--- config.mk ---
export PLATFORM = sky130hd
export DESIGN_NAME = dcache_tag
export DESIGN_NICKNAME = d
export VERILOG_FILES = /design/src/hw/dcache_pkg.sv /design/src/hw/dcache_tag.sv
export VERILOG_INCLUDE_DIRS = /design/src /design/src/include
export SDC_FILE = /design/constraint.sdc
export NUM_CORES = 1
export LEC_CHECK = 0
export BUFFER_PORTS_ARGS = -buffer_cell sky130_fd_sc_hd__buf_2
export CAP_MARGIN = 5
export CORE_MARGIN = 1.5
export CORE_UTILIZATION = 60
export CTS_BUF_LIST = sky130_fd_sc_hd__clkbuf_2 sky130_fd_sc_hd__clkbuf_4 sky130_fd_sc_hd__clkbuf_8
export CTS_CLUSTER_SIZE = 40
export DETAILED_ROUTE_END_ITERATION = 16
export GPL_TIMING_DRIVEN = 0
export PLACE_DENSITY_LB_ADDON = 0.25
export RECOVER_POWER = 100
export SETUP_SLACK_MARGIN = 0.1
export SLEW_MARGIN = 30
export SYNTH_ARGS = -nofsm -noshare
export SYNTH_HDL_FRONTEND = slang
export SYNTH_SLANG_ARGS = --single-unit
--- constraint.sdc ---
create_clock -name clk -period 7.4 [get_ports clk]
set_clock_uncertainty 0.2 [all_clocks]
set_input_delay 1.48 -clock clk [delete_from_list [all_inputs] [get_ports clk]]
set_output_delay 1.48 -clock clk [all_outputs]
set_load 0.05 [all_outputs]
--- src/include/dcache_cfg.svh ---
`ifndef DCACHE_CFG_SVH
`define DCACHE_CFG_SVH

// address and data width, cpu and memory side alike
`define DC_XLEN 32

// cache geometry, 16 x 64 B = 1 KB
`define DC_LINES      16
`define DC_LINE_BYTES 64
`define DC_BEATS      16  // 32-bit beats per line

// top address nibble of the uncached region
`define DC_UNCACHED_TOP 4'hA

// derived field widths
`define DC_IDX_W  ($clog2(`DC_LINES))
`define DC_OFF_W  ($clog2(`DC_LINE_BYTES))
`define DC_TAG_W  (`DC_XLEN - `DC_IDX_W - `DC_OFF_W)
`define DC_BEAT_W ($clog2(`DC_BEATS))  // burst counter / word select
`define DC_BYTES  (`DC_XLEN / 8)       // byte lanes per word

// burst encodings on the memory port
`define DC_BURST_SIZE 4'd2  // 4 bytes per beat

`endif

--- src/hw/dcache_pkg.sv ---
`include "dcache_cfg.svh"

package dcache_pkg;

  // one cpu address, seen flat or split into its cache fields
  typedef union packed {
    logic [`DC_XLEN-1:0] word;
    struct packed {
      logic [`DC_TAG_W-1:0] tag;
      logic [`DC_IDX_W-1:0] idx;
      logic [`DC_OFF_W-1:0] off;  // byte offset in line
    } f;
  } dc_addr_u;

  // controller states
  typedef enum logic [2:0] {
    ST_IDLE,
    ST_WRITEBACK,  // dirty victim out, 16 beats
    ST_REFILL,     // line in, 16 beats
    ST_UC_READ,    // single beat, bypasses the arrays
    ST_UC_WRITE
  } dc_state_e;

endpackage

--- src/hw/dcache_tag.sv ---
`timescale 1ns/100ps
`include "dcache_cfg.svh"

module dcache_tag (
  input  logic                  clk,
  input  logic                  rst,
  input  dcache_pkg::dc_addr_u  addr_i,        // request address
  input  logic                  tag_wen_i,     // write tag, set valid
  input  logic                  dirty_i,       // dirty value to store
  output logic                  hit_o,
  output logic                  dirty_o,       // indexed line is valid and dirty
  output logic [`DC_TAG_W-1:0]  victim_tag_o   // stored tag of indexed line
);

  logic [`DC_TAG_W-1:0] tag_mem [`DC_LINES];
  logic [`DC_LINES-1:0] valid_q;
  logic [`DC_LINES-1:0] dirty_q;
  logic [`DC_IDX_W-1:0] idx;

  assign idx = addr_i.f.idx;

  // combinational lookup
  assign victim_tag_o = tag_mem[idx];
  assign hit_o        = valid_q[idx] && (tag_mem[idx] == addr_i.f.tag);
  assign dirty_o      = valid_q[idx] && dirty_q[idx];  // clean if never filled

  // valid and dirty bits, cleared on reset
  always_ff @(posedge clk) begin
    if (rst) begin
      valid_q <= '0;
      dirty_q <= '0;
    end else if (tag_wen_i) begin
      valid_q[idx] <= 1'b1;
      dirty_q[idx] <= dirty_i;  // 0 after refill, 1 on write hit
    end
  end

  // tag array itself
  always_ff @(posedge clk) begin
    if (tag_wen_i) begin
      tag_mem[idx] <= addr_i.f.tag;
    end
  end

endmodule

After elaboration in Yosys (flattened, before gate mapping)
Memory sizes are Yosys's and may differ from the RTL's.
Cells that the tools add are included.
Word-level totals
  bits in registers: 32
  latch bits: 0
  memory bits (writable): 352
  memory bits (read-only): 0
  input port bits: 36
  output and inout port bits: 24
  logic and storage cells: 19
  memories kept: 1
Memory list
  tag_mem: words 16, bits a word 22, read ports 1, clocked after Yosys merged registers in 0, write ports 1, line dcache_tag.sv:15  | logic [`DC_TAG_W-1:0] tag_mem [`DC_LINES];
Cells by class
  add/sub/neg operators: 0
  multipliers: 0
  div/mod/pow operators: 0
  magnitude comparators: 2
  eq/ne operators: 1
  shift-type cells: 0
  multiplexer cells: 9
  bitwise operators: 1
  reductions and logical operators: 3
Operators with widths (count)
  $eq 22x22->1: 1
  $bwmux 16: 1
  $or 16x16->16: 1
  $bmux 1 s4: 2
  $lt 4x5->1 const B: 1
  $mux 1: 5
  $demux 1 s4: 1
  $ge 4x1->1 const B: 1
  $logic_and 1x1->1: 3

Depth between registers and ports, before layout
  depth after elaboration: 5
  gate-level depth with buffers: 11
  depth with buffers taken out: 7

Worst setup path before layout
No wires, ideal clock.
  kind: input-to-output
  from: in addr_i[9] (netlist name)
  to: out hit_o
  arrival: 4.293 ns
  required time: 5.720 ns
  setup slack: 1.427 ns
  stages: 9
  path buffers: 2
  cell sequence: buf_2 -> clkbuf_1 -> mux4_2 -> mux2i_1 -> mux2i_1 -> xor2_1 -> nor4_2 -> o211ai_1 -> and4bb_1
On the way
  longest elaborated chain between the ends: 3
  elaborated cells on any way between the ends: 5
  those cells by class: eq/ne: 1; mux: 2; reduce/logical: 1; memory: 1
RTL lines
  start, declared: line dcache_tag.sv:7  | input dcache_pkg::dc_addr_u addr_i,
  $mem_v2 16x22
  via victim_tag_o[18]: line dcache_tag.sv:12  | output logic [`DC_TAG_W-1:0] victim_tag_o
  $eq 22x22->1: line dcache_tag.sv:24  | assign hit_o = valid_q[idx] && (tag_mem[idx] == addr_i.f.tag);
  $logic_and 1x1->1: line dcache_tag.sv:24
  end, declared: line dcache_tag.sv:10  | output logic hit_o,
The timed path passes the listed nets, and every way through them passes these cells. The select of a mux whose other input is x is not followed.

Final worst setup path
  from: in addr_i[7] (netlist name)
  to: out hit_o
On the way
  longest elaborated chain between the ends: 3
  elaborated cells on any way between the ends: 5
  those cells by class: eq/ne: 1; mux: 2; reduce/logical: 1; memory: 1
RTL lines (line)
  $mem_v2 16x22 or $bmux 1 s4 (tied branches)
  $eq 22x22->1 or $mux 1 (tied branches): dcache_tag.sv:24
  $logic_and 1x1->1 *: dcache_tag.sv:24
Mark *: on every way between the ends. The rest lies on a longest branch, timed or not. The select of a mux whose other input is x is not followed.

==> impl_metrics.toml <==
[floorplan]
initial_core_util = 0.616
die_area_um2 = 27100
floorplan.io_pins = 60
placementRows = 58
floorplan.core_area_um2 = 25400
fp.dieH_um = 165
die_width_um = 165

[critical_path]
cp_data_required_time_ns = 5.72
critPathCaptureType = "output port"
critical_path_class = "input port to output port"
r2r_slack_ns = 6.51
data_arrival_at_the_endpoint_of_the_critical_path_ns = 5.28
start_kind = "input port"
cp_startpoint = "addr_i[7]"
timing.rr.end = "dirty_q[15]$_SDFFE_PP0P_"
timing.reg2reg.worst_path_depth = 2
timing.critical_path.to = "hit_o"
crit_path_max_fanout = 10
timing.rr.start = "dirty_q[15]$_SDFFE_PP0P_"

[finish]
finish.utilization = 0.695
mostFrequentLayoutCells = "352 x edfxtp_1, 118 x clkbuf_1, 99 x mux4_2"
layoutNonFillerInstCount = 1353
drive_above_1_share = 0.221
num-nets-final = 1016
mostFrequentLayoutCell = "edfxtp_1"
n_fill_cell = 1646
num_antenna_cells = 0
design_area_um2 = 17700
syn_to_final_growth_pct = 12.8

[synthesis]
synth_area_per_cell_um2 = 19.3
synth_enable_flop_cells = 352
synth_async_sr_flop_share = 0
synth_top_flop_cell = "edfxtp_1"
total_nets_after_synthesis = 848
synth_sequential_area_ratio = 0.716
synth_warnings = 0
syn-instance-count = 812
ys_seq_elements = 384
synth_cell_type_count = 51
syn-cell-area_um2 = 15700

[run_status]
violations_in_the_final_reports = "capacitance limit, slew limit"
status = "finished, violations left"

[cts]
setup_fix_bufs_post_cts = 0
ctsResizeCount = 0
post_cts_hold_buffer_count = 0
insertion_delay_ns = 0.60
tritoncts = "built"
cts.clk_slew.worst_paths_ns = 0.06
cts_max_level = 2
cts_num_sinks = 384
cts_bufs_inserted = 58
clockBufferDepth = 3
cts_root_buf = "clkbuf_8"

[pwr]
leakage_power_nw = 5.79
cellPowerDensity_nw_per_um2 = 261
vdd_drop_max_uv = 141

[placement]
dpl_cell_area_um2 = 16900
port_buffers = 51
gp_congestion = 0.874
place.detailed.hpwl_um = 26600
numPlacedInstances = 1250

[job]
timing.max_cap.violations = 6

[routing]
drt_iter0_drc = 1279
via_count = 8976
drcViolationCount = 0
route.final.wire_length_um = 40300
antenna_violating_nets_post_route = 0
post_drt_via_cell_ratio = 6.63
drt_first_pass_iters = 5
wire_per_inst_um = 29.8

[global_route]
grt_pass1_wl_um = 58500
congestion_overflow_gr = 0
grt_pass1_vias = 9142
grt_antenna_before_repair = 0
grt_max_degree = 21
grt_use_total = 0.310

[timing]
timing.hold.ws_ns = 0.275
max-slew-margin-rel = -0.288
hold_viol = 0
timing_worst_slew_pin_value_ns = 1.92
finalSetupViolCount = 0
timing_max_transition_violations_final = 78
rsz0062_at_grt = "no"
post-route-min-period_ns = 6.96
finalSetupTns_ns = 0
final.period_utilization = 0.941
maxClockFrequency_mhz = 144

[hold_path]
hold_path.class = "flip-flop to flip-flop"
-- layer usage --
layer | up-vias | track usage | part of all wire
met5 | - | 0 | 0
met2 | 669 | 0.498 | 0.49
met3 | 159 | 0.0678 | 0.11
met1 | 4522 | 0.413 | 0.36
li1 | 3626 | - | -
met4 | 0 | 0.140 | 0.049
-- flip-flops by register name, summed over array words and instances (netlist names) --
signal and count:
dirty_q 16, tag_mem 352, valid_q 16
-- critical path: stages --
cell,delay (ns)
buf_2,0.12
clkbuf_1,0.58
clkbuf_1,0.86
mux4_2,0.38
nand2_1,0.06
nand3_1,0.25
o21ai_0,0.13
a2111oi_0,0.50
and4bb_1,0.38
and4bb_1,0.25
buf_2,0.28
-- synthesized netlist by cell type, types with 3 or more instances --
master    instances  area share
xnor2_1          17      0.0095
dfxtp_1          32       0.041
nand2_1          31      0.0074
clkbuf_1         12      0.0029
buf_2            17      0.0054
nor2b_1           6      0.0024
buf_4             4      0.0019
buf_6             5      0.0036
a22o_1            3      0.0017
mux4_2           99        0.14
nor3_1           13      0.0042
inv_1             7      0.0017
xor2_1           14      0.0078
a21oi_1           5      0.0016
nor4_1            3      0.0012
nor2_1           63       0.015
a22oi_1           6      0.0029
edfxtp_1        352        0.68
mux2i_1          68       0.043
o21ai_0          11      0.0035
o211ai_1          3      0.0014
a31oi_1           4      0.0016
nand3_1           6      0.0019
-- where the power goes --
part / internal, mW / switching [mW]
clock: 0.998 / 0.795
combinational: 0.126 / 0.259
sequential: 2.41 / 0.0125
total: 3.54 / 1.07
-- final cells by class --
type / instances / area (um^2) / share of cell area
Inverter: 9 / 33.8 / 0.00191
Tap cell: 330 / 413 / 0.0234
Buffer: 41 / 248 / 0.0140
Clock buffer: 80 / 988 / 0.0560
Clock inverter: 23 / 203 / 0.0115
Sequential cell: 384 / 11200 / 0.635
Timing Repair Buffer: 108 / 413 / 0.0234
Multi-Input combinational cell: 378 / 4150 / 0.235
-- cells by family after synthesis --
| logic type | Yosys count | synth area share |
|---|---|---|
| flops | 384 | 0.716 |
| simple gates | 132 | 0.0376 |
| compound gates | 45 | 0.0206 |
| mux | 170 | 0.190 |
| xor+xnor | 31 | 0.0173 |
| buf+inv | 50 | 0.0185 |
-- worst min path at each step --
stage                                     endpoint  cells past startpoint                startpoint  slack (ns)
after floorplan           valid_q[14]$_SDFFE_PP0P_                      2  valid_q[14]$_SDFFE_PP0P_        0.23
after global placement    valid_q[12]$_SDFFE_PP0P_                      2  valid_q[12]$_SDFFE_PP0P_        0.24
after detailed placement   valid_q[0]$_SDFFE_PP0P_                      2   valid_q[0]$_SDFFE_PP0P_        0.26
after CTS                  valid_q[0]$_SDFFE_PP0P_                      2   valid_q[0]$_SDFFE_PP0P_        0.28
after global routing      valid_q[13]$_SDFFE_PP0P_                      2  valid_q[13]$_SDFFE_PP0P_        0.29
final                     valid_q[11]$_SDFFE_PP0P_                      2  valid_q[11]$_SDFFE_PP0P_        0.28
-- stage by stage --
stage,setup slack [ns],power (mW)
after floorplan,1.43,2.71
final,0.436,4.60
after global placement,-2.10,2.84
after global routing,0.348,4.72
after CTS,0.868,4.61
after detailed placement,0.862,2.86
Power figures use the tool's default switching activity.
