$ cat src/include/dcache_cfg.svh
`ifndef DCACHE_CFG_SVH
`define DCACHE_CFG_SVH

// address and data width, cpu and memory side alike
`define DC_XLEN 32

// cache geometry, 16 x 64 B = 1 KB
`define DC_LINES      16
`define DC_LINE_BYTES 64
`define DC_BEATS      16  // 32-bit beats per line

// top address nibble of the uncached region
`define DC_UNCACHED_TOP 4'hA

// derived field widths
`define DC_IDX_W  ($clog2(`DC_LINES))
`define DC_OFF_W  ($clog2(`DC_LINE_BYTES))
`define DC_TAG_W  (`DC_XLEN - `DC_IDX_W - `DC_OFF_W)
`define DC_BEAT_W ($clog2(`DC_BEATS))  // burst counter / word select
`define DC_BYTES  (`DC_XLEN / 8)       // byte lanes per word

// burst encodings on the memory port
`define DC_BURST_SIZE 4'd2  // 4 bytes per beat

`endif

$ cat src/hw/dcache_pkg.sv
`include "dcache_cfg.svh"

package dcache_pkg;

  // one cpu address, seen flat or split into its cache fields
  typedef union packed {
    logic [`DC_XLEN-1:0] word;
    struct packed {
      logic [`DC_TAG_W-1:0] tag;
      logic [`DC_IDX_W-1:0] idx;
      logic [`DC_OFF_W-1:0] off;  // byte offset in line
    } f;
  } dc_addr_u;

  // controller states
  typedef enum logic [2:0] {
    ST_IDLE,
    ST_WRITEBACK,  // dirty victim out, 16 beats
    ST_REFILL,     // line in, 16 beats
    ST_UC_READ,    // single beat, bypasses the arrays
    ST_UC_WRITE
  } dc_state_e;

endpackage

$ cat src/hw/dcache_ctrl.sv
`timescale 1ns/100ps
`include "dcache_cfg.svh"

module dcache_ctrl (
  input  logic                  clk,
  input  logic                  rst,
  // cpu side
  input  logic [`DC_XLEN-1:0]   mem_addr_i,
  input  logic [`DC_XLEN-1:0]   mem_wdata_i,
  input  logic [`DC_BYTES-1:0]  mem_mask_i,
  input  logic [3:0]            mem_size_i,
  input  logic                  mem_addr_valid_i,   // level, held until ready
  input  logic                  mem_write_valid_i,  // 1 store, 0 load
  output logic [`DC_XLEN-1:0]   mem_rdata_o,
  output logic                  mem_data_ready_o,   // one-cycle done pulse
  // memory read side
  output logic [`DC_XLEN-1:0]   arb_araddr,
  output logic                  arb_arvalid,
  output logic [3:0]            arb_rsize,
  output logic [7:0]            arb_rlen,
  input  logic                  arb_rvalid,
  input  logic [`DC_XLEN-1:0]   arb_rdata,
  // memory write side
  output logic [`DC_XLEN-1:0]   arb_awaddr,
  output logic                  arb_awvalid,
  output logic [`DC_BYTES-1:0]  arb_wmask,
  output logic [3:0]            arb_wsize,
  output logic [7:0]            arb_wlen,
  input  logic                  arb_wready,
  output logic [`DC_XLEN-1:0]   arb_wdata,
  // tag and data stores
  input  logic                  hit_i,
  input  logic                  dirty_i,           // indexed line dirty
  input  logic [`DC_TAG_W-1:0]  victim_tag_i,
  input  logic [`DC_XLEN-1:0]   rdata_i,
  input  logic [`DC_XLEN-1:0]   wb_word_i,
  output logic                  tag_wen_o,
  output logic                  dirty_o,           // dirty value to store
  output logic [`DC_BEAT_W-1:0] beat_o,
  output logic                  refill_wen_o,
  output logic                  hit_wen_o
);

  import dcache_pkg::*;

  localparam logic [7:0] BURST_LEN = 8'(`DC_BEATS - 1);  // arb len is beats-1

  dc_state_e state_q;
  dc_addr_u  req;

  logic                  ready_q;
  logic [`DC_BEAT_W-1:0] beat_q;
  logic                  ar_valid_q;
  logic                  aw_valid_q;
  logic [`DC_XLEN-1:0]   araddr_q;
  logic [`DC_XLEN-1:0]   awaddr_q;
  logic [3:0]            rsize_q;
  logic [3:0]            wsize_q;
  logic [7:0]            rlen_q;
  logic [7:0]            wlen_q;
  logic [`DC_BYTES-1:0]  wmask_q;
  logic [`DC_XLEN-1:0]   wdata_q;     // uncached store word
  logic [`DC_XLEN-1:0]   uc_rdata_q;  // uncached load word

  logic                  uncached;
  logic                  accept;
  logic                  cached_req;
  logic                  r_hs;
  logic                  w_hs;
  logic                  last_beat;
  logic [`DC_XLEN-1:0]   line_addr;
  logic [`DC_XLEN-1:0]   victim_addr;

  assign req      = mem_addr_i;
  assign uncached = (req.word[`DC_XLEN-1 -: 4] == `DC_UNCACHED_TOP);

  // new request only in idle and not in the ready cycle
  assign accept     = (state_q == ST_IDLE) && mem_addr_valid_i && !ready_q;
  assign cached_req = accept && !uncached;

  assign r_hs      = ar_valid_q && arb_rvalid;  // accepted read beat
  assign w_hs      = aw_valid_q && arb_wready;  // accepted write beat
  assign last_beat = (beat_q == `DC_BEAT_W'(`DC_BEATS - 1));

  // line-aligned burst addresses
  assign line_addr   = {req.f.tag, req.f.idx, {`DC_OFF_W{1'b0}}};
  assign victim_addr = {victim_tag_i, req.f.idx, {`DC_OFF_W{1'b0}}};

  // store write enables, all combinational
  assign hit_wen_o    = cached_req && hit_i && mem_write_valid_i;  // same edge as ready
  assign refill_wen_o = (state_q == ST_REFILL) && r_hs;
  assign tag_wen_o    = hit_wen_o || (refill_wen_o && last_beat);
  assign dirty_o      = hit_wen_o;  // refill leaves the line clean
  assign beat_o       = beat_q;

  always_ff @(posedge clk) begin
    if (rst) begin
      state_q    <= ST_IDLE;
      ready_q    <= 1'b0;
      beat_q     <= '0;
      ar_valid_q <= 1'b0;
      aw_valid_q <= 1'b0;
    end else begin
      ready_q <= 1'b0;  // pulse by default
      unique case (state_q)
        ST_IDLE: begin
          if (accept && uncached) begin
            if (mem_write_valid_i) begin
              state_q    <= ST_UC_WRITE;
              aw_valid_q <= 1'b1;
              awaddr_q   <= req.word;
              wmask_q    <= mem_mask_i;  // cpu byte lanes go out as is
              wsize_q    <= mem_size_i;
              wlen_q     <= 8'd0;
              wdata_q    <= mem_wdata_i;
            end else begin
              state_q    <= ST_UC_READ;
              ar_valid_q <= 1'b1;
              araddr_q   <= req.word;
              rsize_q    <= mem_size_i;
              rlen_q     <= 8'd0;
            end
          end else if (cached_req && hit_i) begin
            ready_q <= 1'b1;  // read or write hit, done next cycle
          end else if (cached_req && dirty_i) begin
            state_q    <= ST_WRITEBACK;  // victim out before refill
            aw_valid_q <= 1'b1;
            awaddr_q   <= victim_addr;
            wmask_q    <= '1;
            wsize_q    <= `DC_BURST_SIZE;
            wlen_q     <= BURST_LEN;
            beat_q     <= '0;
          end else if (cached_req) begin
            state_q    <= ST_REFILL;
            ar_valid_q <= 1'b1;
            araddr_q   <= line_addr;
            rsize_q    <= `DC_BURST_SIZE;
            rlen_q     <= BURST_LEN;
            beat_q     <= '0;
          end
        end
        ST_WRITEBACK: begin
          if (w_hs) begin
            if (last_beat) begin
              // straight into the refill
              state_q    <= ST_REFILL;
              aw_valid_q <= 1'b0;
              ar_valid_q <= 1'b1;
              araddr_q   <= line_addr;
              rsize_q    <= `DC_BURST_SIZE;
              rlen_q     <= BURST_LEN;
              beat_q     <= '0;
            end else begin
              beat_q <= beat_q + 1'b1;  // next word onto arb_wdata
            end
          end
        end
        ST_REFILL: begin
          if (r_hs) begin
            if (last_beat) begin
              state_q    <= ST_IDLE;  // request replays as a hit
              ar_valid_q <= 1'b0;
              beat_q     <= '0;
            end else begin
              beat_q <= beat_q + 1'b1;
            end
          end
        end
        ST_UC_READ: begin
          if (r_hs) begin
            state_q    <= ST_IDLE;
            ar_valid_q <= 1'b0;
            uc_rdata_q <= arb_rdata;
            ready_q    <= 1'b1;
          end
        end
        ST_UC_WRITE: begin
          if (w_hs) begin
            state_q    <= ST_IDLE;
            aw_valid_q <= 1'b0;
            ready_q    <= 1'b1;
          end
        end
        default: state_q <= ST_IDLE;
      endcase
    end
  end

  // cpu return, address is still held while ready is high
  assign mem_data_ready_o = ready_q;
  assign mem_rdata_o      = uncached ? uc_rdata_q : rdata_i;

  // memory request outputs
  assign arb_araddr  = araddr_q;
  assign arb_arvalid = ar_valid_q;
  assign arb_rsize   = rsize_q;
  assign arb_rlen    = rlen_q;
  assign arb_awaddr  = awaddr_q;
  assign arb_awvalid = aw_valid_q;
  assign arb_wmask   = wmask_q;
  assign arb_wsize   = wsize_q;
  assign arb_wlen    = wlen_q;
  assign arb_wdata   = (state_q == ST_WRITEBACK) ? wb_word_i : wdata_q;  // line word per beat

endmodule

$ cat config.mk
export PLATFORM = sky130hd
export DESIGN_NAME = dcache_ctrl
export DESIGN_NICKNAME = d
export VERILOG_FILES = /design/src/hw/dcache_pkg.sv /design/src/hw/dcache_ctrl.sv
export VERILOG_INCLUDE_DIRS = /design/src /design/src/include
export SDC_FILE = /design/constraint.sdc
export NUM_CORES = 1
export LEC_CHECK = 0
export BUFFER_PORTS_ARGS = -buffer_cell sky130_fd_sc_hd__buf_2
export CAP_MARGIN = 25
export CORE_AREA = 3 3 141 143
export DETAILED_ROUTE_END_ITERATION = 10
export DIE_AREA = 0 0 144 146
export HOLD_SLACK_MARGIN = 0.1
export PLACE_DENSITY = 0.66
export SLEW_MARGIN = 15
export SYNTH_ARGS = -nofsm -noshare
export SYNTH_HDL_FRONTEND = slang
export SYNTH_SLANG_ARGS = --single-unit
$ cat constraint.sdc
create_clock -name clk -period 4.3 [get_ports clk]
set_input_delay 0.215 -clock clk [delete_from_list [all_inputs] [get_ports clk]]
set_output_delay 0.215 -clock clk [all_outputs]
set_load 0.005 [all_outputs]
# ---- Word level (Yosys, flattened, before mapping)
# Index checks and enable logic that the tools add are counted.
dict set report totals {
  out_inout_bits 167
  elab_cells 153
  input_bits 198
  ff_bits 166
}
dict set report op_classes {
  bitwise 1
  eq_ne 24
  n_reduce_logical 28
  addsub 1
  mux 85
}
# op count
set ops {}
lappend ops {{two-way mux 32 bit} 13}
lappend ops {{two-way mux 4 bit} 22}
lappend ops {{two-way mux 8 bit} 11}
lappend ops {{case mux 32 bit (2 select lines)} 1}
lappend ops {{two-way mux 3 bit} 11}
lappend ops {{two-way mux 1 bit} 20}
lappend ops {{inequality test 2 bit, second input constant} 9}
lappend ops {{case mux 8 bit (2 select lines)} 1}
lappend ops {{AND reduction 8 bit} 2}
lappend ops {{case mux 3 bit (5 select lines)} 1}
lappend ops {{case mux 4 bit (3 select lines)} 1}
lappend ops {{logical AND 1 bit} 11}
lappend ops {{AND reduction 10 bit} 1}
lappend ops {{inequality test 3 x 2 -> 1 bit, second input constant} 3}
lappend ops {{inequality test 3 bit, second input constant} 3}
lappend ops {{== test 4 bit, second input constant} 2}
lappend ops {{case mux 4 bit (2 select lines)} 1}
lappend ops {{AND reduction 7 bit} 1}
lappend ops {{== test 3 x 2 -> 1 bit, second input constant} 2}
lappend ops {{case mux 1 bit (3 select lines)} 2}
lappend ops {{AND reduction 6 bit} 1}
lappend ops {{nonzero test 3 bit} 2}
lappend ops {{AND reduction 5 bit} 1}
lappend ops {{adder 4 x 1 -> 4 bit, second input constant} 1}
lappend ops {{14 further kinds} 16}

# ---- Depth between registers and ports, before layout
# Gate-level depths: netlist of the first run.
dict set report depth {
  depth_word 9
  mapped_depth 6
  mapped_depth_nobuf 5
}

# ---- Least setup slack after synthesis of the first run
# OpenSTA, ideal clock, no wires.
dict set report synth_timing {
  kind {reg2reg}
  start {register beat_q[0] (netlist: beat_o[0])}
  end {register araddr_q[0] (netlist: arb_araddr[0]) (enable)}
  setup_time_ps 431
  period_less_slack_ps 3149
  t_required_ps 3869
  arrival_time_ps 2718
  path_stages_with_launch 6
  slack_ps 1151
  n_path_buf 0
  cell_sequence {dfxtp_1 ha_1 and3_1 and3_1 o221ai_1 nor2_1}
}
dict set report synth_via {
  elab_chain_len 3
}
# element line_no
set synth_lines {}
lappend synth_lines {{from (decl)} dcache_ctrl.sv:52} ;# logic [`DC_BEAT_W-1:0] beat_q;
lappend synth_lines {{from (signal assigned)} dcache_ctrl.sv:154} ;# beat_q <= beat_q + 1'b1;
lappend synth_lines {{from (signal assigned)} dcache_ctrl.sv:165} ;# beat_q <= beat_q + 1'b1;
lappend synth_lines {{== test 4 bit} dcache_ctrl.sv:83} ;# assign last_beat = (beat_q == `DC_BEAT_W'(`DC_BEATS - 1));
lappend synth_lines {{inequality test 2 bit (no source line)} --}
lappend synth_lines {{AND reduction 8 bit (no source line)} --}
lappend synth_lines {{to (signal assigned)} dcache_ctrl.sv:119} ;# araddr_q <= req.word;
lappend synth_lines {{to (signal assigned)} dcache_ctrl.sv:136} ;# araddr_q <= line_addr;
lappend synth_lines {{to (signal assigned)} dcache_ctrl.sv:149} ;# araddr_q <= line_addr;
lappend synth_lines {{to (decl)} dcache_ctrl.sv:55} ;# logic [`DC_XLEN-1:0] araddr_q;
# Every way passes these cells.
# A chain may end at the register's enable or synchronous reset.

# ---- Worst setup path after layout of the first run
dict set report layout_timing {
  start {input port mem_addr_i[28]}
  end {register araddr_q[8] (netlist: arb_araddr[8]) (enable)}
}
dict set report layout_via {
  elab_chain_len 6
  elab_cells_between_ends 11
  cone_classes {eq/ne (5); reduce/logical (6)}
}
# element line_no
set layout_lines {}
lappend layout_lines {{from (decl)} dcache_ctrl.sv:8} ;# input logic [`DC_XLEN-1:0] mem_addr_i,
lappend layout_lines {{== test 4 bit (no source line) (*)} --}
lappend layout_lines {{zero test 1 bit} dcache_ctrl.sv:79} ;# assign cached_req = accept && !uncached;
lappend layout_lines {{logical AND 1 bit} dcache_ctrl.sv:79}
lappend layout_lines {{logical AND 1 bit, on equally long branches} {dcache_ctrl.sv:125, dcache_ctrl.sv:123}}
lappend layout_lines {{inequality test 3 bit (no source line) / inequality test 3 x 2 -> 1 bit (equally long branches)} --}
lappend layout_lines {{AND reduction 8 bit (no source line) (*)} --}
# Every way passes the cells marked *; elsewhere a longest branch is shown, timed or not.

==> impl_metrics.toml, run 1 <==
[clock_tree]
worst_skew_pair.late_latency_ns = 0.42
cts_resized = 0
cts-root-buf = "clkbuf_16"
cts_buffers = 17
cts_tree = "done"
path_clk_slew_ns = 0.07
htreeDepth = 4
cts.sinks = 152
cts_setup_buffers = 0
cts_buffer_depth = 2

[layout]
final_cells = 1173
final_cell_mix = "buf_2, edfxtp_1, dlygate4sd3_1, nand2_1, mux2_2"
layout_commonest_cell = "buf_2"
nets = 1124
seqCellArea_um2 = 4460
nFillCells = 1509
drive_gt1_share_pct = 48.4
multi_input_area_um2 = 1710
area_delta_synth_final_pct = 58.9

[run]
maxCapViolations = 0

[yosys]
synth.distinct_cells = 50
synth.top_cell.area_share_pct = 67.0
yosys.area_share.simple_pct = 13.5
ys_top_cells_by_area = "edfxtp_1, mux2_2, nand2_1"
ys_ff_latch = 152
synth_area_um2 = 6360
synth_xor_area_share_pct = 0.138
synth_compound_area_share_pct = 3.15
synth_flop_cell = "edfxtp_1"
synth_mux_area_share_pct = 9.16
synth_top_family_by_area = "simple AND/OR/NAND/NOR gates"
async_reset_ff_share_pct = 0
synth_cells = 455
yosys_warnings = 0
yosysTopAreaCell = "edfxtp_1"
synthAdderAreaFrac_pct = 0.197
avgSynthCellArea_um2 = 14.0
synth_edf_count = 142
ys_seq_area_share_pct = 70.2

[critical_path]
crit_fanout = 21
crit_required_ns = 4.42
start_kind = "input pin"
arrival_ns = 2.91
path_class = "in2reg"
cp-end-kind = "flop"

[floorplanning]
coreArea_um2 = 18700
die_area_um2 = 21000
die_w_um = 144
io_pins = 365
start_util_pct = 34.0
fp-row-count = 50
die_y_um = 146

[global_route]
antenna_found_initial = 1
grt_pass1_wl_um = 28400
grt_remaining_overflow = 0
grt_use_total_pct = 17.4
grt_pass1_vias = 5476
grt_max_degree = 57

[place]
dp_hpwl_um = 12900
io_buffers = 356
dp.cells = 1019
place_congestion = 0.831

[power_and_ir_drop]
comb_power_share_pct = 11.4
p_leak_nw = 4.37
power_frac_seq_pct = 47.5
power_density_nw_per_um2 = 346
p_switching_w = 0.000811
switching_share_pct = 23.2
clockPowerShare_pct = 41.1
worst_ir_drop_vdd_mv = 0.252
p_int_w = 0.00269

[sta]
fin_setup_tns_ns = 0
setup_viol_count_final = 0
slew_headroom_pct = 54.3
rsz0062_at_grt = "no"
finalCritPeriodShare_pct = 64.8
skew_ns = 0.0111
min_period_ns = 2.79
worst_hold_slack_ns = 0.113
slew_viol_final = 0
hold_viol_final = 0
tightest_slew_ns = 0.685
max_freq_mhz = 359

[drt]
vias = 5366
remaining_drc_errors = 0
drtPass1Iterations = 5
drt_iter0_drc = 276
routed_wl_um = 19200
avgViaCountPerCell = 4.57
drtAntennaViolNets = 0
drt-wirelength-per-cell_um = 16.3

[worst_hold_path]
hp-class = "in2reg"

[status]
status = "complete, no violations"
layer usage:
metal	up-vias	track usage (%)	share of wire (%)
met5	-	0	0.068
met4	2	6.73	2.9
met3	46	5.72	8.9
met2	287	31.8	52
met1	2450	18.3	36
li1	2581	-	-
through the flow:
stage | total power, W | cell area (µm²) | setup slack (ns) | utilization, %
global route | 0.00365 | 10100 | 1.27 | 54.0
floorplan | 0.00183 | 6390 | 1.15 | -
finish | 0.00350 | 10100 | 1.51 | 54.0
global placement | 0.00200 | 8310 | 1.44 | 44.4
CTS | 0.00353 | 10100 | 1.27 | 53.9
detailed placement | 0.00200 | 8310 | 1.39 | 44.4
worst paths after layout:
check / slack (ns) / endpoint / cells after the start / startpoint
worst max-delay path: 1.51 / arb_araddr[8] / 7 / mem_addr_i[28]
worst min-delay path: 0.11 / arb_awaddr[30] / 2 / victim_tag_i[20]
worst max register to register: 1.64 / arb_awaddr[27] / 4 / state_q[0]
worst min register to register: 0.52 / beat_o[1] / 2 / beat_o[1]
worst max-delay path, cell delays in order:
cell and delay, ns:
dlygate4sd3_1 0.55, buf_2 0.15, nand4bb_2 0.56, a211oi_1 0.38
o221ai_1 0.24, nor2_4 0.54, buf_12 0.25
what timing repair did:
item / 4_1_cts / 5_1_grt
hold endpoints to repair: 127 / 0
setup endpoints to repair: 0 / 0
hold buffers: 120 / 0
area by class of cell:
class / count / area share, %
clock buffers: 18 / 4.25
clock inverters: 14 / 1.40
diodes: 1 / 0.0248
multi-input cells: 269 / 16.9
flip-flops and latches: 152 / 44.2
inverters: 2 / 0.0743
well taps: 234 / 2.90
repair buffers: 483 / 30.3
synth_stat cells (2+ instances only):
master and count:
nor2_2 2, or3_1 6, nor2b_1 5, inv_1 2, nand2_1 99, buf_2 5, nor3_1 3, and3_1 20
nand2b_1 6, mux2_2 49, o31ai_1 2, a211oi_1 2, nand4_1 6, clkbuf_1 13, dfxtp_1 10, a21oi_1 7
mux2i_1 2, nand3_1 5, nor3b_1 2, buf_1 3, buf_4 17, o21ai_0 6, edfxtp_1 142, nor2_1 10
and2_1 6
kinds of logic (layout without fill, tap and decap cells):
group / Yosys count / after routing
flip-flops: 152 / 152
other: 1 / 9
multiplexers: 52 / 52
AND/OR/NAND/NOR: 178 / 178
buffers and inverters: 41 / 517
XOR/XNOR: 1 / 1
AO/OA/AOI/OAI: 29 / 29
adder cells (fa/ha/maj): 1 / 1
registers in the layout (all words and copies together), names as in the netlist, 3 cells and up:
register / flops
arb_araddr: 32
arb_awaddr: 32
uc_rdata_q: 32
wdata_q: 32
arb_rsize: 4
arb_wmask: 4
arb_wsize: 4
beat_o: 4
state_q: 3
power groups by stage:
stage                     clock (W)  combinational [W]  sequential, W
after floorplan                   0           0.000138        0.00169
after global placement            0           0.000303        0.00169
after detailed placement          0           0.000307        0.00169
after CTS                   0.00148           0.000395        0.00166
after global routing        0.00155           0.000435        0.00166
final                       0.00144           0.000398        0.00166
No activity file was read; power rests on OpenSTA's default activity.
==> run 2, diff against run 1 <==
--- a/config.mk
+++ b/config.mk
@@ -6,13 +6,14 @@
 export SDC_FILE = /design/constraint.sdc
 export NUM_CORES = 1
 export LEC_CHECK = 0
+export ABC_AREA = 1
 export BUFFER_PORTS_ARGS = -buffer_cell sky130_fd_sc_hd__buf_2
 export CAP_MARGIN = 25
-export CORE_AREA = 3 3 141 143
+export CORE_AREA = 3 3 143 145
 export DETAILED_ROUTE_END_ITERATION = 10
-export DIE_AREA = 0 0 144 146
+export DIE_AREA = 0 0 146 148
 export HOLD_SLACK_MARGIN = 0.1
-export PLACE_DENSITY = 0.66
+export PLACE_DENSITY = 0.67
 export SLEW_MARGIN = 15
 export SYNTH_ARGS = -nofsm -noshare
 export SYNTH_HDL_FRONTEND = slang
==> constraint.sdc (replaced) <==
create_clock -name clk -period 2.31 [get_ports clk]
set_input_delay 0.1155 -clock clk [delete_from_list [all_inputs] [get_ports clk]]
set_output_delay 0.1155 -clock clk [all_outputs]
set_load 0.005 [all_outputs]
==> impl_metrics.toml, run 2 <==
[critical_path]
path_cells = "nor2_8, nand2_4, nor2_4, o21ai_0, inv_1, nand2_1, nand2_1, a21oi_4, buf_12"
crit_slowest_cell = "dfxtp_1"
crit_required_ns = 2.43
arrival_ns = 2.23
cpPeakStageDelay_ns = 0.62
cp-end-kind = "flop"
crit_fanout = 22
path_class = "reg2reg"
crit_path_frequent_cell = "nand2_1"
start_kind = "flop"

[yosys]
ys_ff_latch = 152
synth_most_common_cell = "nand2_1"
synth.top_cell.area_share_pct = 66.7
synth_xor_area_share_pct = 0
synth_top_family_by_area = "simple AND/OR/NAND/NOR gates"
yosys_warnings = 0
synthAdderAreaFrac_pct = 0.196
yosysTopAreaCell = "edfxtp_1"
yosys.area_share.simple_pct = 23.1
synth_flop_cell = "edfxtp_1"
ys_top_cells_by_area = "edfxtp_1, nand2_1, dfxtp_1"
async_reset_ff_share_pct = 0
avgSynthCellArea_um2 = 10.6
synth_compound_area_share_pct = 1.66
synth_edf_count = 142
synth_common_cells = "nand2_1, edfxtp_1, nor2_1"
synth_area_um2 = 6400
synth_cells = 601
synth.distinct_cells = 30
synth_mux_area_share_pct = 0
ys_seq_area_share_pct = 69.8

[power_and_ir_drop]
power_density_nw_per_um2 = 752
p_leak_nw = 4.88
worst_ir_drop_vdd_mv = 0.547
power_w = 0.00789

[clock_tree]
cts_setup_buffers = 0
cts.sinks = 152
cts_buffers = 17
cts_buffer_depth = 2
htreeDepth = 4
cts-root-buf = "clkbuf_16"
path_clk_slew_ns = 0.06
cts_tree = "done"
cts_hold_buf = 131
cts_resized = 0
worst_skew_pair.late_latency_ns = 0.41

[floorplanning]
coreArea_um2 = 19300
start_util_pct = 33.1
fp-row-count = 51
die_area_um2 = 21600
die_y_um = 148
io_pins = 365
die_w_um = 146

[place]
dp.cells = 1207
placed_area_um2 = 8560
place_congestion = 0.841
io_buffers = 356
dp_hpwl_um = 14200

[global_route]
antenna_found_initial = 1
grt_pass1_vias = 6057
grt_remaining_overflow = 0
grt_use_total_pct = 17.9
grt_pass1_wl_um = 30700
grt_max_degree = 44

[drt]
avgViaCountPerCell = 4.34
drt-wirelength-per-cell_um = 14.5
vias = 5956
drtPass1Iterations = 6
remaining_drc_errors = 0
drtAntennaViolNets = 0
drt_iter0_drc = 171
routed_wl_um = 19900

[sta]
finalCritPeriodShare_pct = 91.6
setup_viol_count_final = 0
max_freq_mhz = 473
hold_viol_final = 0
worst_hold_slack_ns = 0.179
skew_ns = 0.0117
rsz0062_at_grt = "no"
min_period_ns = 2.12
slew_viol_final = 0

[layout]
nets = 1291
final_cells = 1371
drive_gt1_share_pct = 39.5
nFillCells = 1657
seqCellArea_um2 = 4470
final_cell_mix = "buf_2, nand2_1, edfxtp_1, dlygate4sd3_1, nor2_1"
fin_area_um2 = 10500
area_delta_synth_final_pct = 63.8
multi_input_area_um2 = 1700
layout_commonest_cell = "buf_2"

[worst_hold_path]
hp-class = "in2reg"

[status]
status = "complete, no violations"

[run]
maxCapViolations = 0
## run 2: area by class of cell
class,instances,share of cell area (%)
inverter,34,1.22
timing repair buffer,499,31.0
clock buffer,17,4.06
clock inverter,15,1.71
sequential,152,42.7
antenna,1,0.0239
tap,265,3.16
multi-input combinational,388,16.2
## run 2: power by group
part,internal [W],switching (W)
combinational,0.000768,0.000917
clock,0.00155,0.00124
sequential,0.00329,0.000126
## run 2: final timing paths
path | slack, ns | from | cells past startpoint | end
min | 0.18 | dirty_i | 5 | state_q[0]
max | 0.19 | state_q[0] | 9 | arb_awaddr[4]
max reg2reg | 0.19 | state_q[0] | 9 | arb_awaddr[4]
min reg2reg | 0.52 | arb_arvalid | 2 | arb_arvalid
## run 2: cell families (layout without fill, tap and decap cells)
family | count (synthesis) | in the layout
buf+inv | 68 | 565
other cells | 1 | 9
simple gates | 359 | 359
flops | 152 | 152
compound gates | 20 | 20
fa+ha+maj | 1 | 1
## run 2: critical path: cells and delay by family, from the launching register on
family	cells	cell delay (ns)
AOI/OAI and AO/OA	2	0.47
buffers and inverters	2	0.30
DFF	1	0.62
and+or+nand+nor	5	0.43
## run 2: routing by layer
layer	track usage [%]	share of wire, %	up-vias
li1	-	-	2920
met1	19.0	37	2730
met2	34.2	53	284
met3	5.49	7.7	22
met4	4.99	1.8	0
met5	0	0	-
## run 2: per-stage QoR
step,utilization (%),worst slack (ns),setup TNS (ns)
finish,54.2,0.194,0
global route,54.2,0.0344,0
CTS,54.2,0.187,0
detailed placement,44.3,0.194,0
global placement,44.3,0.248,0
floorplan,-,-0.216,-8.00
==> run 3, diff against run 2 <==
--- a/config.mk
+++ b/config.mk
@@ -12,9 +12,9 @@
 export CORE_AREA = 3 3 143 145
 export DETAILED_ROUTE_END_ITERATION = 10
 export DIE_AREA = 0 0 146 148
+export GPL_TIMING_DRIVEN = 0
 export HOLD_SLACK_MARGIN = 0.1
 export PLACE_DENSITY = 0.67
-export SLEW_MARGIN = 15
 export SYNTH_ARGS = -nofsm -noshare
 export SYNTH_HDL_FRONTEND = slang
 export SYNTH_SLANG_ARGS = --single-unit
==> impl_metrics.toml, run 3 (synthesis gave the netlist of run 2 again) <==
[critical_path]
crit_slowest_cell = "nor2_2"
reg2reg_to = "wdata_q[23]"
critPathTopFamily = "simple AND/OR/NAND/NOR gates"
cp-end-kind = "flop"
r2r_cells = 6
path_cells = "buf_6, nor2_8, nand2_4, nor2_4, nand3_2, nor2_2"
rrSetupSlack_ns = 0.13
cp.buffers_inverters = 1
arrival_ns = 2.22
crit_required_ns = 2.35
r2r-start = "state_q[0]"
path_class = "reg2reg"
start_kind = "flop"
crit_fanout = 16
cpPeakStageDelay_ns = 0.71

[global_route]
grt_max_degree = 33
antenna_found_initial = 4
grt_use_total_pct = 18.6
grt_remaining_overflow = 0
grt_pass1_vias = 6201
grt_pass1_wl_um = 31800

[floorplanning]
die_w_um = 146
start_util_pct = 33.1
die_y_um = 148
fp-row-count = 51
io_pins = 365
die_area_um2 = 21600
coreArea_um2 = 19300

[clock_tree]
htreeDepth = 4
cts_tree = "done"
cts_buffer_depth = 2
cts.sinks = 152
path_clk_slew_ns = 0.06
cts_buffers = 17
worst_skew_pair.late_latency_ns = 0.42
cts-root-buf = "clkbuf_16"

[sta]
hold_viol_final = 0
setup_viol_count_final = 0
min_period_ns = 2.18
skew_ns = 0.0114
rsz0062_at_grt = "no"
tightest_slew_ns = 0.902
worst_hold_slack_ns = 0.168
finalCritPeriodShare_pct = 94.3
slew_headroom_pct = 39.7
slew_viol_final = 0
max_freq_mhz = 459

[worst_hold_path]
hp-class = "in2reg"
hp-start = "arb_rvalid"
holdPathEnd = "state_q[1]"
whs_path_depth = 5

[drt]
drt_iter0_drc = 286
top_layer = "met5"
wl_met2_um = 10600
drt-wirelength-per-cell_um = 14.8
remaining_drc_errors = 0
wl_met3_um = 1790
wl_met1_um = 7710
drtPass1Iterations = 5
vias = 6067
avgViaCountPerCell = 4.33
drtAntennaViolNets = 0
routed_wl_um = 20700

[layout]
drive_gt1_share_pct = 40.1
layout_commonest_cell = "buf_2"
multi_input_area_um2 = 1710
area_delta_synth_final_pct = 65.7
nFillCells = 1622
final_cell_mix = "buf_2, nand2_1, edfxtp_1, dlygate4sd3_1, nor2_1"
seqCellArea_um2 = 4470
nets = 1321
fin_area_um2 = 10600

[power_and_ir_drop]
worst_ir_drop_vdd_mv = 0.508
power_density_nw_per_um2 = 742
p_leak_nw = 4.96
power_w = 0.00787

[place]
io_buffers = 356
place_congestion = 0.802
placed_area_um2 = 8660
dp_hpwl_um = 14500

[run]
maxCapViolations = 0

[status]
status = "complete, no violations"
## run 3: changes by cell type in the layout (fill, tap and decap cells not counted), moves of 3 or more
cell	previous run	this run
buf_6	0	4
buf_12	5	2
clkbuf_1	0	12
clkinv_8	3	0
buf_2	356	361
buf_4	7	19
## run 3: report_power, final
part | internal [W] | switching (W) | total, W
clock | 0.00153 | 0.00122 | 0.00275
sequential | 0.00329 | 0.000121 | 0.00341
combinational | 0.000786 | 0.000928 | 0.00171
total | 0.00560 | 0.00227 | 0.00787
## run 3: through the flow
step | setup slack (ns) | setup TNS (ns) | util (%) | instances
2_1_floorplan | -0.216 | -8.00 | - | 608
3_3_place_gp | -1.41 | -102.04 | 44.5 | 1229
4_1_cts | 0.0917 | 0 | 54.7 | 1396
5_1_grt | 0.00866 | 0 | 54.8 | 1401
3_5_place_dp | -0.583 | -30.82 | 44.8 | 1232
6_report | 0.131 | 0 | 54.8 | 1401
## run 3: how the worst max path moves through the flow
| stage | endpoint | startpoint | depth (start not counted) | slack, ns |
|---|---|---|---|---|
| 5_1_grt | wdata_q[17] | state_q[0] | 6 | 0.009 |
| 2_1_floorplan | arb_araddr[0] | state_q[0] | 7 | -0.22 |
| 4_1_cts | arb_awaddr[8] | state_q[0] | 10 | 0.09 |
| 3_3_place_gp | arb_araddr[12] | mem_addr_i[28] | 6 | -1.41 |
| 6_report | wdata_q[23] | state_q[0] | 6 | 0.13 |
| 3_5_place_dp | arb_araddr[12] | mem_addr_i[28] | 8 | -0.58 |
## run 3: final cells by class
cell class	instances	area share [%]
repair buffers	494	30.0
plain buffers	34	1.94
clock buffers	17	4.01
multi-input cells	389	16.1
clock inverters	15	1.45
flip-flops and latches	152	42.2
inverters	34	1.20
well taps	265	3.13
diodes	1	0.0236
## run 3: per-layer routing
metal,up-vias,GRT usage [%]
met1,2728,20.0
met5,-,0
met3,41,5.89
li1,2989,-
met2,303,34.0
met4,6,7.76
## run 3: worst register-to-register path, cell delays in order, from the launching register on
cell and delay [ns]:
dfxtp_1 0.31, buf_6 0.14, nor2_8 0.15, nand2_4 0.08, nor2_4 0.19, nand3_2 0.23
nor2_2 0.71
## run 3: timing repair
| action | 4_1_cts | 5_1_grt |
|---|---|---|
| hold buffers | 130 | 0 |
| resized for setup | 0 | 0 |
| hold endpoints to repair | 144 | 0 |
| pin swaps | 2 | 1 |
| buffers inserted | 2 | 3 |
| cloned | 0 | 1 |
| setup endpoints to repair | 55 | 59 |
